--- config.mk ---
export PLATFORM = sky130hd
export DESIGN_NAME = addr_gen_top
export DESIGN_NICKNAME = d
export VERILOG_FILES = /design/src/hw/axi_addr_pkg.sv /design/src/hw/vec_mem_pkg.sv /design/src/hw/addrgen_req_if.sv /design/src/hw/addr_gen_top.sv /design/src/hw/lsu_cmd_queue.sv /design/src/hw/axi_req_gen.sv /design/src/hw/vinsn_intake.sv
export VERILOG_INCLUDE_DIRS = /design/src /design/src/hw
export SDC_FILE = /design/constraint.sdc
export NUM_CORES = 1
export LEC_CHECK = 0
export ABC_AREA = 1
export BUFFER_PORTS_ARGS = -buffer_cell sky130_fd_sc_hd__buf_2
export CORE_MARGIN = 4
export CORE_UTILIZATION = 50
export DETAILED_ROUTE_END_ITERATION = 16
export HOLD_SLACK_MARGIN = 0.1
export PLACE_DENSITY = 0.74
export SETUP_SLACK_MARGIN = 0.02
export SLEW_MARGIN = 0
export SYNTH_ARGS = -nofsm -noshare
export SYNTH_HDL_FRONTEND = slang
export SYNTH_SLANG_ARGS = --single-unit
--- constraint.sdc ---
create_clock -name clk_i -period 10.4 [get_ports clk_i]
set_input_delay 2.08 -clock clk_i [delete_from_list [all_inputs] [get_ports clk_i]]
set_output_delay 2.08 -clock clk_i [all_outputs]
set_load 0.05 [all_outputs]
--- src/hw/addrgen_consts.svh ---
// Vector memory address generator constants
// Bus geometry, burst and page limits, request field widths and
// command queue depth shared by the packages and the RTL blocks

`ifndef ADDRGEN_CONSTS_SVH
`define ADDRGEN_CONSTS_SVH

// Byte address width
`define ADDRGEN_ADDR_W 32

// Data bus is 64 bits wide
`define ADDRGEN_BUS_BYTES 8
// log2 of the bus width in bytes, used as the burst beat size
`define ADDRGEN_BUS_SIZE 3

// Bursts never exceed 256 beats nor cross a 4 KiB page
`define ADDRGEN_MAX_BEATS 256
`define ADDRGEN_PAGE_BITS 12

// Vector length field width
`define ADDRGEN_VL_W 16

// Entries in the load/store command queue
`define ADDRGEN_CMD_DEPTH 4

`endif
--- src/hw/axi_addr_pkg.sv ---
// Bus address channel types
// One AR/AW address beat and the matching command that the
// load/store units take from the command queue

`include "addrgen_consts.svh"

package axi_addr_pkg;

  typedef logic [`ADDRGEN_ADDR_W-1:0] ax_addr_t;

  // Burst length minus one, as on the AXI bus
  typedef logic [7:0] ax_len_t;

  // log2 of the bytes moved per beat
  typedef logic [2:0] ax_size_t;

  // Address beat on AR or AW
  typedef struct packed {
    ax_addr_t addr;
    ax_len_t  len;
    ax_size_t size;
  } ax_beat_t;

  // Load/store unit command
  // Same fields as the beat plus the direction
  typedef struct packed {
    ax_beat_t beat;
    logic     is_load;
  } lsu_cmd_t;

endpackage

--- src/hw/vec_mem_pkg.sv ---
// Vector memory instruction types
// Element widths, request kinds and the request record that travels
// from the intake to the bus beat generator

`include "addrgen_consts.svh"

package vec_mem_pkg;

  // Element width, encoded as log2 of the element size in bytes
  typedef enum logic [1:0] {
    EW8  = 2'd0,
    EW16 = 2'd1,
    EW32 = 2'd2,
    EW64 = 2'd3
  } vew_e;

  // Kind of vector memory access
  // Unit-stride load/store and strided load/store
  typedef enum logic [1:0] {
    VLE  = 2'd0,
    VSE  = 2'd1,
    VLSE = 2'd2,
    VSSE = 2'd3
  } mem_op_e;

  typedef logic [`ADDRGEN_ADDR_W-1:0] addr_t;
  typedef logic [`ADDRGEN_VL_W-1:0]   vlen_t;

  // One accepted request
  // len counts elements still to be requested
  typedef struct packed {
    addr_t addr;
    vlen_t len;
    addr_t stride;
    vew_e  vew;
    logic  is_load;
    // Unit-stride requests become INCR bursts
    logic  is_burst;
  } addrgen_req_t;

endpackage

--- src/hw/addrgen_req_if.sv ---
// Request handoff between intake and beat generator
// The intake holds valid with a stable request until the generator
// returns a one-cycle ready after the last beat handshake

`timescale 1ns/100ps

interface addrgen_req_if;

  // Accepted request, stable while valid is high
  vec_mem_pkg::addrgen_req_t req;
  logic                      valid;

  // Pulses once the final beat of the request has gone out
  logic                      ready;

  // Intake side
  modport src (
    output req,
    output valid,
    input  ready
  );

  // Beat generator side
  modport dst (
    input  req,
    input  valid,
    output ready
  );

endinterface

--- src/hw/addr_gen_top.sv ---
// Vector memory address generator top level
// Intake, AR/AW beat generator and load/store command queue

`timescale 1ns/100ps

module addr_gen_top (
  input  logic                   clk_i,
  input  logic                   rst_ni,
  // Vector memory request
  input  logic                   req_valid_i,
  input  vec_mem_pkg::mem_op_e   req_op_i,
  input  vec_mem_pkg::addr_t     req_addr_i,
  input  vec_mem_pkg::vlen_t     req_vl_i,
  input  vec_mem_pkg::addr_t     req_stride_i,
  input  vec_mem_pkg::vew_e      req_vew_i,
  output logic                   ack_o,
  output logic                   error_o,
  input  logic                   store_pending_i,
  // Address channels
  output axi_addr_pkg::ax_beat_t ar_o,
  output logic                   ar_valid_o,
  input  logic                   ar_ready_i,
  output axi_addr_pkg::ax_beat_t aw_o,
  output logic                   aw_valid_o,
  input  logic                   aw_ready_i,
  // Commands to the load/store units
  output axi_addr_pkg::lsu_cmd_t cmd_o,
  output logic                   cmd_valid_o,
  input  logic                   cmd_pop_i
);

  import axi_addr_pkg::*;

  lsu_cmd_t push_cmd;
  logic     cmd_push;
  logic     cmd_full;
  logic     cmd_empty;

  addrgen_req_if req_if ();

  vinsn_intake u_intake (
    .clk_i       (clk_i),
    .rst_ni      (rst_ni),
    .req_valid_i (req_valid_i),
    .req_op_i    (req_op_i),
    .req_addr_i  (req_addr_i),
    .req_vl_i    (req_vl_i),
    .req_stride_i(req_stride_i),
    .req_vew_i   (req_vew_i),
    .ack_o       (ack_o),
    .error_o     (error_o),
    .req_if      (req_if)
  );

  // Head direction feeds the ordering rule
  axi_req_gen u_req_gen (
    .clk_i             (clk_i),
    .rst_ni            (rst_ni),
    .req_if            (req_if),
    .store_pending_i   (store_pending_i),
    .ar_o              (ar_o),
    .ar_valid_o        (ar_valid_o),
    .ar_ready_i        (ar_ready_i),
    .aw_o              (aw_o),
    .aw_valid_o        (aw_valid_o),
    .aw_ready_i        (aw_ready_i),
    .cmd_push_o        (cmd_push),
    .cmd_o             (push_cmd),
    .cmd_full_i        (cmd_full),
    .cmd_empty_i       (cmd_empty),
    .cmd_head_is_load_i(cmd_o.is_load)
  );

  lsu_cmd_queue u_cmd_queue (
    .clk_i  (clk_i),
    .rst_ni (rst_ni),
    .push_i (cmd_push),
    .cmd_i  (push_cmd),
    .pop_i  (cmd_pop_i),
    .cmd_o  (cmd_o),
    .full_o (cmd_full),
    .empty_o(cmd_empty)
  );

  assign cmd_valid_o = !cmd_empty;

endmodule

--- src/hw/lsu_cmd_queue.sv ---
// Load/store command queue
// Circular buffer of commands in issue order, drained by the
// load/store units

`timescale 1ns/100ps
`include "addrgen_consts.svh"

module lsu_cmd_queue (
  input  logic                   clk_i,
  input  logic                   rst_ni,
  input  logic                   push_i,
  input  axi_addr_pkg::lsu_cmd_t cmd_i,
  input  logic                   pop_i,
  output axi_addr_pkg::lsu_cmd_t cmd_o,
  output logic                   full_o,
  output logic                   empty_o
);

  import axi_addr_pkg::*;

  localparam int unsigned depth = `ADDRGEN_CMD_DEPTH;
  localparam int unsigned ptr_w = $clog2(depth);
  localparam int unsigned cnt_w = $clog2(depth + 1);

  lsu_cmd_t            mem_q [depth];
  logic [ptr_w-1:0]    wptr_q, rptr_q;
  logic [cnt_w-1:0]    count_q;
  logic                push_ok;
  logic                pop_ok;

  assign full_o  = (count_q == cnt_w'(depth));
  assign empty_o = (count_q == '0);
  assign push_ok = push_i && !full_o;
  assign pop_ok  = pop_i && !empty_o;

  // Head entry
  assign cmd_o = mem_q[rptr_q];

  always_ff @(posedge clk_i) begin
    if (push_ok) begin
      mem_q[wptr_q] <= cmd_i;
    end
  end

  always_ff @(posedge clk_i or negedge rst_ni) begin
    if (!rst_ni) begin
      wptr_q  <= '0;
      rptr_q  <= '0;
      count_q <= '0;
    end else begin
      if (push_ok) begin
        wptr_q <= (wptr_q == ptr_w'(depth - 1)) ? '0 : wptr_q + ptr_w'(1);
      end
      if (pop_ok) begin
        rptr_q <= (rptr_q == ptr_w'(depth - 1)) ? '0 : rptr_q + ptr_w'(1);
      end
      // Occupancy moves only when exactly one side acts
      if (push_ok && !pop_ok) begin
        count_q <= count_q + cnt_w'(1);
      end else if (pop_ok && !push_ok) begin
        count_q <= count_q - cnt_w'(1);
      end
    end
  end

endmodule

--- src/hw/axi_req_gen.sv ---
// AR/AW beat generator
// Turns a unit-stride request into full-width INCR bursts cut at the
// 256-beat limit and at 4 KiB pages, and a strided request into one
// single-beat access per element, pushing a command per beat

`timescale 1ns/100ps
`include "addrgen_consts.svh"

module axi_req_gen (
  input  logic                   clk_i,
  input  logic                   rst_ni,
  addrgen_req_if.dst             req_if,
  input  logic                   store_pending_i,
  // Read address channel
  output axi_addr_pkg::ax_beat_t ar_o,
  output logic                   ar_valid_o,
  input  logic                   ar_ready_i,
  // Write address channel
  output axi_addr_pkg::ax_beat_t aw_o,
  output logic                   aw_valid_o,
  input  logic                   aw_ready_i,
  // Command queue
  output logic                   cmd_push_o,
  output axi_addr_pkg::lsu_cmd_t cmd_o,
  input  logic                   cmd_full_i,
  input  logic                   cmd_empty_i,
  input  logic                   cmd_head_is_load_i
);

  import vec_mem_pkg::*;
  import axi_addr_pkg::*;

  typedef enum logic [1:0] {
    GEN_IDLE,
    GEN_WAITING,
    GEN_REQUESTING
  } gen_state_e;

  gen_state_e   state_q, state_d;
  addrgen_req_t cur_q, cur_d;
  addr_t        start_q, start_d;
  addr_t        end_q, end_d;
  ax_beat_t     beat;
  addr_t        consumed;
  logic         dir_ok;
  logic         offer;
  logic         fire;

  // Bus-aligned address
  function automatic addr_t bus_align(addr_t addr);
    bus_align = addr & ~addr_t'(`ADDRGEN_BUS_BYTES - 1);
  endfunction

  // Last byte of the next burst window starting at addr
  function automatic addr_t window_end(addr_t addr, vlen_t len, vew_e vew);
    addr_t base;
    addr_t elem_end;
    addr_t burst_end;
    addr_t page_end;
    base      = bus_align(addr);
    // End of the last element rounded up to a full beat
    elem_end  = (addr + (addr_t'(len) << vew) - addr_t'(1)) | addr_t'(`ADDRGEN_BUS_BYTES - 1);
    burst_end = base + addr_t'(`ADDRGEN_MAX_BEATS << `ADDRGEN_BUS_SIZE) - addr_t'(1);
    page_end  = base | addr_t'((1 << `ADDRGEN_PAGE_BITS) - 1);
    window_end = elem_end;
    if (burst_end < window_end) window_end = burst_end;
    if (page_end < window_end) window_end = page_end;
  endfunction

  //////////////////////////////////////////////////
  // Beat formation
  //////////////////////////////////////////////////

  always_comb begin
    beat.addr = cur_q.addr;
    if (cur_q.is_burst) begin
      beat.len  = ax_len_t'((end_q - start_q) >> `ADDRGEN_BUS_SIZE);
      beat.size = ax_size_t'(`ADDRGEN_BUS_SIZE);
    end else begin
      beat.len  = '0;
      beat.size = {1'b0, cur_q.vew};
    end
  end

  // No switch of direction while the other side still has commands queued
  assign dir_ok = cmd_empty_i || (cmd_head_is_load_i == cur_q.is_load);
  assign offer  = (state_q == GEN_REQUESTING) && dir_ok && !cmd_full_i;
  assign fire   = offer && (cur_q.is_load ? ar_ready_i : aw_ready_i);

  assign ar_o       = beat;
  assign aw_o       = beat;
  assign ar_valid_o = offer && cur_q.is_load;
  assign aw_valid_o = offer && !cur_q.is_load;

  // Command mirrors the beat and is pushed on the handshake edge
  assign cmd_o      = '{beat: beat, is_load: cur_q.is_load};
  assign cmd_push_o = fire;

  // Elements covered up to the window end
  assign consumed = (end_q - cur_q.addr + addr_t'(1)) >> cur_q.vew;

  //////////////////////////////////////////////////
  // Control FSM
  //////////////////////////////////////////////////

  always_comb begin
    state_d      = state_q;
    cur_d        = cur_q;
    start_d      = start_q;
    end_d        = end_q;
    req_if.ready = 1'b0;
    case (state_q)
      GEN_IDLE: begin
        if (req_if.valid) begin
          cur_d   = req_if.req;
          start_d = bus_align(req_if.req.addr);
          end_d   = window_end(req_if.req.addr, req_if.req.len, req_if.req.vew);
          state_d = store_pending_i ? GEN_WAITING : GEN_REQUESTING;
        end
      end
      GEN_WAITING: begin
        // Hold off until the core has no store in flight
        if (!store_pending_i) begin
          state_d = GEN_REQUESTING;
        end
      end
      GEN_REQUESTING: begin
        if (fire) begin
          if (cur_q.is_burst) begin
            if (addr_t'(cur_q.len) <= consumed) begin
              cur_d.len = '0;
            end else begin
              cur_d.len = cur_q.len - vlen_t'(consumed);
            end
            // Next burst starts aligned right after this window
            cur_d.addr = end_q + addr_t'(1);
            start_d    = end_q + addr_t'(1);
            end_d      = window_end(end_q + addr_t'(1), cur_d.len, cur_q.vew);
          end else begin
            cur_d.len  = cur_q.len - vlen_t'(1);
            cur_d.addr = cur_q.addr + cur_q.stride;
          end
          // Last beat done
          if (cur_d.len == '0) begin
            req_if.ready = 1'b1;
            state_d      = GEN_IDLE;
          end
        end
      end
      default: state_d = GEN_IDLE;
    endcase
  end

  always_ff @(posedge clk_i or negedge rst_ni) begin
    if (!rst_ni) begin
      state_q <= GEN_IDLE;
    end else begin
      state_q <= state_d;
    end
  end

  // Request and window registers
  always_ff @(posedge clk_i) begin
    cur_q   <= cur_d;
    start_q <= start_d;
    end_q   <= end_d;
  end

endmodule

--- src/hw/vinsn_intake.sv ---
// Vector memory request intake
// Registers one request at a time, checks base address alignment
// against the element width and hands it to the beat generator,
// then acknowledges it with or without error

`timescale 1ns/100ps

module vinsn_intake (
  input  logic                 clk_i,
  input  logic                 rst_ni,
  // Request from the core
  input  logic                 req_valid_i,
  input  vec_mem_pkg::mem_op_e req_op_i,
  input  vec_mem_pkg::addr_t   req_addr_i,
  input  vec_mem_pkg::vlen_t   req_vl_i,
  input  vec_mem_pkg::addr_t   req_stride_i,
  input  vec_mem_pkg::vew_e    req_vew_i,
  // Completion
  output logic                 ack_o,
  output logic                 error_o,
  // Towards the beat generator
  addrgen_req_if.src           req_if
);

  import vec_mem_pkg::*;

  typedef enum logic [1:0] {
    IN_IDLE,
    IN_CHECK,
    IN_ISSUE
  } in_state_e;

  in_state_e    state_q, state_d;
  addrgen_req_t req_q;
  addr_t        align_mask;
  logic         misaligned;

  //////////////////////////////////////////////////
  // Request register
  //////////////////////////////////////////////////

  // Capture only while idle, strobes in other states are dropped
  always_ff @(posedge clk_i) begin
    if (state_q == IN_IDLE && req_valid_i) begin
      req_q.addr     <= req_addr_i;
      req_q.len      <= req_vl_i;
      req_q.stride   <= req_stride_i;
      req_q.vew      <= req_vew_i;
      req_q.is_load  <= (req_op_i == VLE) || (req_op_i == VLSE);
      req_q.is_burst <= (req_op_i == VLE) || (req_op_i == VSE);
    end
  end

  // Base must be a multiple of the element size
  assign align_mask = (addr_t'(1) << req_q.vew) - addr_t'(1);
  assign misaligned = |(req_q.addr & align_mask);

  assign req_if.req   = req_q;
  assign req_if.valid = (state_q == IN_ISSUE);

  //////////////////////////////////////////////////
  // Control FSM
  //////////////////////////////////////////////////

  always_comb begin
    state_d = state_q;
    ack_o   = 1'b0;
    error_o = 1'b0;
    case (state_q)
      IN_IDLE: begin
        if (req_valid_i) begin
          state_d = IN_CHECK;
        end
      end
      IN_CHECK: begin
        if (misaligned) begin
          // Reject without issuing a single beat
          ack_o   = 1'b1;
          error_o = 1'b1;
          state_d = IN_IDLE;
        end else if (req_q.len == '0) begin
          // Empty vector, nothing to issue
          ack_o   = 1'b1;
          state_d = IN_IDLE;
        end else begin
          state_d = IN_ISSUE;
        end
      end
      IN_ISSUE: begin
        // Generator signals the last beat
        if (req_if.ready) begin
          ack_o   = 1'b1;
          state_d = IN_IDLE;
        end
      end
      default: state_d = IN_IDLE;
    endcase
  end

  always_ff @(posedge clk_i or negedge rst_ni) begin
    if (!rst_ni) begin
      state_q <= IN_IDLE;
    end else begin
      state_q <= state_d;
    end
  end

endmodule

==> results of run 1 <==
## area by class of cell
cell class / count / area [µm²] / area share, %
timing repair buffer: 557 / 3757 / 10.28
clock buffer: 53 / 1155 / 3.160
antenna: 1 / 2.502 / 0.006846
tap: 773 / 967.2 / 2.646
clock inverter: 24 / 280.3 / 0.7668
multi-input combinational: 2579 / 16770 / 45.89
sequential: 388 / 11600 / 31.73
inverter: 536 / 2018 / 5.522
## cell usage in the layout (no fill, tap or decap), types with 29 or more instances in the layout
cell	n
nand2_1	678
nand2_2	46
nand4_1	40
o21ai_2	29
nor3_1	33
nor2_1	252
o21ai_0	321
clkbuf_16	48
inv_1	504
edfxtp_1	377
buf_4	320
xor2_1	124
buf_2	222
a21oi_1	188
ha_1	297
xnor2_1	40
nand3_1	135
o22ai_1	47
ha_4	32
## what timing repair did
action,in CTS,in global routing
pin swaps,4,131
endpoints found under the setup margin,30,30
gates resized for setup,38,257
gates cloned,0,5
setup buffers,5,49
## cell families after synthesis
kind of cell | count (synthesis)
AO/OA/AOI/OAI | 749
flip-flops | 388
adder cells (fa/ha/maj) | 336
multiplexers | 18
AND/OR/NAND/NOR | 1296
buffers and inverters | 720
other | 1
XOR/XNOR | 177
## registers in the layout, indices dropped and copies added, names as in the netlist, 3 cells and up
signal	flops
u_cmd_queue.mem_q	172
u_intake.req_if.req	84
u_req_gen.cur_q	51
u_req_gen.ar_o	32
u_req_gen.end_q	29
u_req_gen.start_q	8
u_cmd_queue.count_q	3
## metrics by stage
step | hold slack, ps | TNS (ps)
after floorplan | 400.3 | 0
after global placement | 400.4 | -9040
after detailed placement | 404.5 | -15660
after CTS | 417.0 | 0
after global routing | 422.1 | -17090
final | 415.1 | -879.9
## routing by layer
layer | global-route usage (%) | share of wire [%]
met1 | 40.16 | 42
met3 | 4.411 | 8.4
met5 | 0 | 0.013
met4 | 10.75 | 4.2
met2 | 46.07 | 45
## worst paths after layout
path / start / endpoint / depth (start not counted)
min in group asynchronous: rst_ni / u_req_gen.state_q[0]$_DFFE_PN0P_ / 1
min reg2reg: u_intake.req_if.req[26]$_DFFE_PP_ / u_req_gen.cur_q[26]$_DFFE_PP_ / 0
max reg2reg: u_req_gen.end_q[4]$_DFFE_PP_ / u_req_gen.end_q[5]$_DFFE_PP_ / 68
max: u_req_gen.end_q[4]$_DFFE_PP_ / u_req_gen.end_q[5]$_DFFE_PP_ / 68
min: u_intake.req_if.req[26]$_DFFE_PP_ / u_req_gen.cur_q[26]$_DFFE_PP_ / 0
max in group asynchronous: rst_ni / u_cmd_queue.rptr_q[0]$_DFFE_PN0P_ / 1
==> flow_summary.yaml, run 1 <==
die:
  initial_utilization_pct: 50.82
  fp.dieW_um: 253.9
  row_count: 89
  core_area_um2: 59460
  dieHeight_um: 253.9
  pin_count: 226
  dieArea_um2: 64440
yosys:
  syn_area_per_cell_um2: 8.201
  yosysWarnings: 0
  ys_seq_area_share_pct: 38.37
  synthAdderAreaFrac_pct: 13.99
  synthTopCellsByCount: "718 x nand2_1, 523 x inv_1, 377 x edfxtp_1, 367 x o21ai_0, 333 x ha_1"
  synth-xor-area-share_pct: 5.130
  synthFlopType: "edfxtp_1"
  synth_compound_area_share_pct: 13.67
  ys_seq_elements: 388
  synthArstFlopShare_pct: 2.835
  yosysMostFrequentCell: "nand2_1"
  netlist_instances: 3685
  synth_top_family_by_area: "simple AND/OR/NAND/NOR gates"
  synth_top_area_share_pct: 37.46
  synth_largest_area_cell: "edfxtp_1"
  yosysUniqueCellTypes: 68
  muxShareOfSynthArea_pct: 0.6003
  synth_area_um2: 30220
  yosys-top-cells-area: "edfxtp_1 37%, ha_1 14%, nand2_1 8.9%, inv_1 6.5%, o21ai_0 6.1%"
  synth_edf_count: 377
  synth-simple-area-share_pct: 18.09
worst_setup_path:
  r2r_setup_slack_ps: -70
  critPathCaptureType: "flip-flop"
  cp_num_buf_inv: 7
  path_delay_family: "simple AND/OR/NAND/NOR gates"
  worstPathRequired_ps: 10690
  cp_slowest_cell: "edfxtp_1"
  worstPathArrival_ps: 10760
  crit_fanout: 8
  crit_path_frequent_cell: "nand2_2"
  path_class: "reg2reg"
  cpPeakStageDelay_ps: 440
  cp-start-kind: "flip-flop"
final_layout:
  nNetsFinal: 4532
  fin_util_pct: 61.47
  drive_gt1_share_pct: 21.78
  num-fill-cells: 5073
  fin_cells: 4911
  final_area_um2: 36550
  syn2layout_area_growth_pct: 20.94
cts:
  cts_root_buffer: "clkbuf_16"
  cts.path.max_buffers: 3
  cts_hold_buf: 0
  cts.sinks: 388
  insertion_delay_ps: 580
  path_clk_slew_ps: 60
  cts_buffers: 43
  cts_tree: "built"
  htree_levels: 2
sta:
  slew_headroom_pct: 23.39
  setup_violations: 28
  fin_ws_ps: -71.33
  max_slew.worst_pin.slew_ps: 1146
  hold_viol_final: 0
  rsz0062_at_grt: "yes"
  clock_skew_ps: 31.34
  fmax_mhz: 95.50
  finalCriticalPeriod_ps: 10470
  period_share_pct: 100.7
  maxSlewViolCount: 0
routing:
  wl_mm: 97.59
  drt_iter0_markers: 2736
  viasPerCell: 5.564
  ant_nets: 0
  via_count: 27330
  post_drt_wl_per_cell_um: 19.87
  drc: 0
  drt_pass1_iterations: 7
placed_design:
  port_buffers: 222
  gp_congestion: 1.028
  place_ws_ps: -594.2
  hpwl_mm: 75.78
  dpl.cell_count: 4775
  placed_area_um2: 33410
outcome:
  outcome: "finished with violations"
  violations: "negative setup slack"
global_route:
  antenna_found_initial: 1
  grtUsageTotal_pct: 28.91
  grt_pass1_wl_mm: 143.8
  grt_pass1_vias: 25320
  grt_remaining_overflow: 0
  grt_max_degree: 90
min_path:
  min_path_type: "reg2reg"
flow_run:
  maxCapViolations: 0
Power of run 1 is left out: the tool's default activity adds up to more than one toggle a clock period on the data nets, which glitch-free logic cannot reach.
==> inputs of run 2 (changes only) <==
- CORE_UTILIZATION: 50 -> 44
- CTS_BUF_LIST: unset -> sky130_fd_sc_hd__clkbuf_2
- PLACE_DENSITY: 0.74 -> 0.67
==> run 2 against run 1 <==
The run now ends clean. Worst hold slack lost 25 ps. Clock skew grew 95 ps. Critical path depth grew 2. Routed wire length shrank 0.33%. Utilization shrank 8.5 points. Non-clock buffer count shrank 42. Maximum frequency grew 0.86%. Register-to-register slack gained 90 ps. Final cell count grew 3.4%. Via count is essentially flat. Design area shrank 2.0%.
==> flow_summary.yaml, run 2 (synthesis gave the netlist of run 1 again) <==
global_route:
  grt_max_degree: 87
  antenna_found_initial: 5
  grtUsageTotal_pct: 25.32
  grt_pass1_wl_mm: 144.5
  grt_pass1_vias: 25610
  grt_remaining_overflow: 0
flow_run:
  maxCapViolations: 0
cts:
  cts_buffers: 101
  cts_root_buffer: "clkbuf_2"
  path_clk_slew_ps: 140
  cts_tree: "built"
  cts_hold_buf: 0
  insertion_delay_ps: 1170
  cts.sinks: 388
  cts.path.max_buffers: 3
  htree_levels: 3
final_layout:
  multi_input_area_um2: 16690
  layout.cells.most_common: "nand2_1"
  num-fill-cells: 6449
  syn2layout_area_growth_pct: 18.55
  seqCellArea_um2: 11600
  largest_reg_flops: 172
  top_register: "u_cmd_queue.mem_q"
  drive_gt1_share_pct: 22.39
  nNetsFinal: 4548
  layout_common_cells: "666 x nand2_1, 510 x inv_1, 377 x edfxtp_1"
worst_setup_path:
  cp-start-kind: "flip-flop"
  crit_path_frequent_cell: "nand2_1"
  worstPathArrival_ps: 11200
  critPathCaptureType: "flip-flop"
  reg2regPathDepth: 70
  path_class: "reg2reg"
  worstPathRequired_ps: 11220
  crit_fanout: 6
  cp_slowest_cell: "edfxtp_1"
  cpPeakStageDelay_ps: 470
routing:
  routed-wl-met2_mm: 43.21
  drt_pass1_iterations: 5
  ant_nets: 0
  viasPerCell: 5.381
  routed.top_layer: "met5"
  drc: 0
  post_drt_wl_per_cell_um: 19.16
  drt_iter0_markers: 2348
  via_count: 27320
  detailroute.wirelength.met3_mm: 8.651
  wl_mm: 97.27
  m1WireLength_mm: 42.08
sta:
  holdWs_ps: 390.0
  finalCriticalPeriod_ps: 10380
  slew_headroom_pct: 22.75
  max_slew.worst_pin.slew_ps: 1156
  period_share_pct: 99.82
  maxSlewViolCount: 0
  rsz0062_at_grt: "yes"
  clock_skew_ps: 126.7
  fmax_mhz: 96.32
  setup_violations: 0
  hold_viol_final: 0
placed_design:
  hpwl_mm: 74.64
  gp_congestion: 1.004
  port_buffers: 222
die:
  pin_count: 226
  fp.dieW_um: 270.1
  dieHeight_um: 270.1
  row_count: 95
  core_area_um2: 67630
  initial_utilization_pct: 44.68
  dieArea_um2: 72940
outcome:
  outcome: "finished clean"
min_path:
  worstHoldPathCells: 0
  min_path_type: "reg2reg"
run 2: cell types whose count changed in the layout (fill, tap and decap cells not counted), moves of 13 or more:
cell	change
clkbuf_16	-44
clkinv_1	+15
ha_4	-13
buf_4	-48
ha_1	+14
clkbuf_2	+148
run 2: per-stage QoR:
step | setup TNS, ps | utilization (%) | setup slack (ps) | std cells | instance area (µm²)
after floorplan | 0 | - | 779.0 | 3687 | 30230
after CTS | 0 | 50.93 | 26.48 | 5037 | 34450
after global placement | -11570 | 49.37 | -459.9 | 4855 | 33390
after detailed placement | -10160 | 49.37 | -402.9 | 4855 | 33390
final | 0 | 52.97 | 18.46 | 5077 | 35830
after global routing | -12320 | 52.97 | -488.9 | 5076 | 35830
run 2: final timing paths:
kind	start	endpoint	slack [ps]
setup / recovery	u_req_gen.end_q[4]$_DFFE_PP_	u_req_gen.end_q[3]$_DFFE_PP_	20
hold / removal	u_intake.req_if.req[12]$_DFFE_PP_	u_req_gen.cur_q[12]$_DFFE_PP_	390
setup reg to reg	u_req_gen.end_q[4]$_DFFE_PP_	u_req_gen.end_q[3]$_DFFE_PP_	20
hold reg to reg	u_intake.req_if.req[12]$_DFFE_PP_	u_req_gen.cur_q[12]$_DFFE_PP_	390
max in group asynchronous	rst_ni	u_cmd_queue.count_q[1]$_DFFE_PN0P_	9270
min in group asynchronous	rst_ni	u_cmd_queue.rptr_q[1]$_DFFE_PN0P_	830
run 2: metal layers:
metal / track usage (%) / vias to the layer above
li1: - / 13330
met4: 8.657 / 2
met3: 4.291 / 185
met2: 39.75 / 1053
met1: 35.56 / 12750
met5: 0 / -
run 2: layout make-up:
type	count	area share, %
well taps	873	3.049
repair buffers	515	9.698
inverters	536	5.619
multi-input cells	2579	46.57
clock inverters	32	0.5832
diodes	6	0.04191
flip-flops and latches	388	32.37
clock buffers	148	2.067
run 2: worst max-delay path, delay by kind of cell (launching register included):
family | cells | cell delay [ps]
AOI/OAI and AO/OA | 23 | 3210
and+or+nand+nor | 28 | 2710
adders and majority gates | 7 | 1980
buffers and inverters | 10 | 1300
DFF | 1 | 470
xor gates and xnor gates | 2 | 360
run 2: repair_timing:
action / 4_1_cts / 5_1_grt
pin swaps: 2 / 107
hold endpoints to repair: 0 / 0
buffers inserted: 2 / 34
gates resized for setup: 23 / 261
cloned: 0 / 7
endpoints found under the setup margin: 30 / 30
Power of run 2 is left out for the same reason.
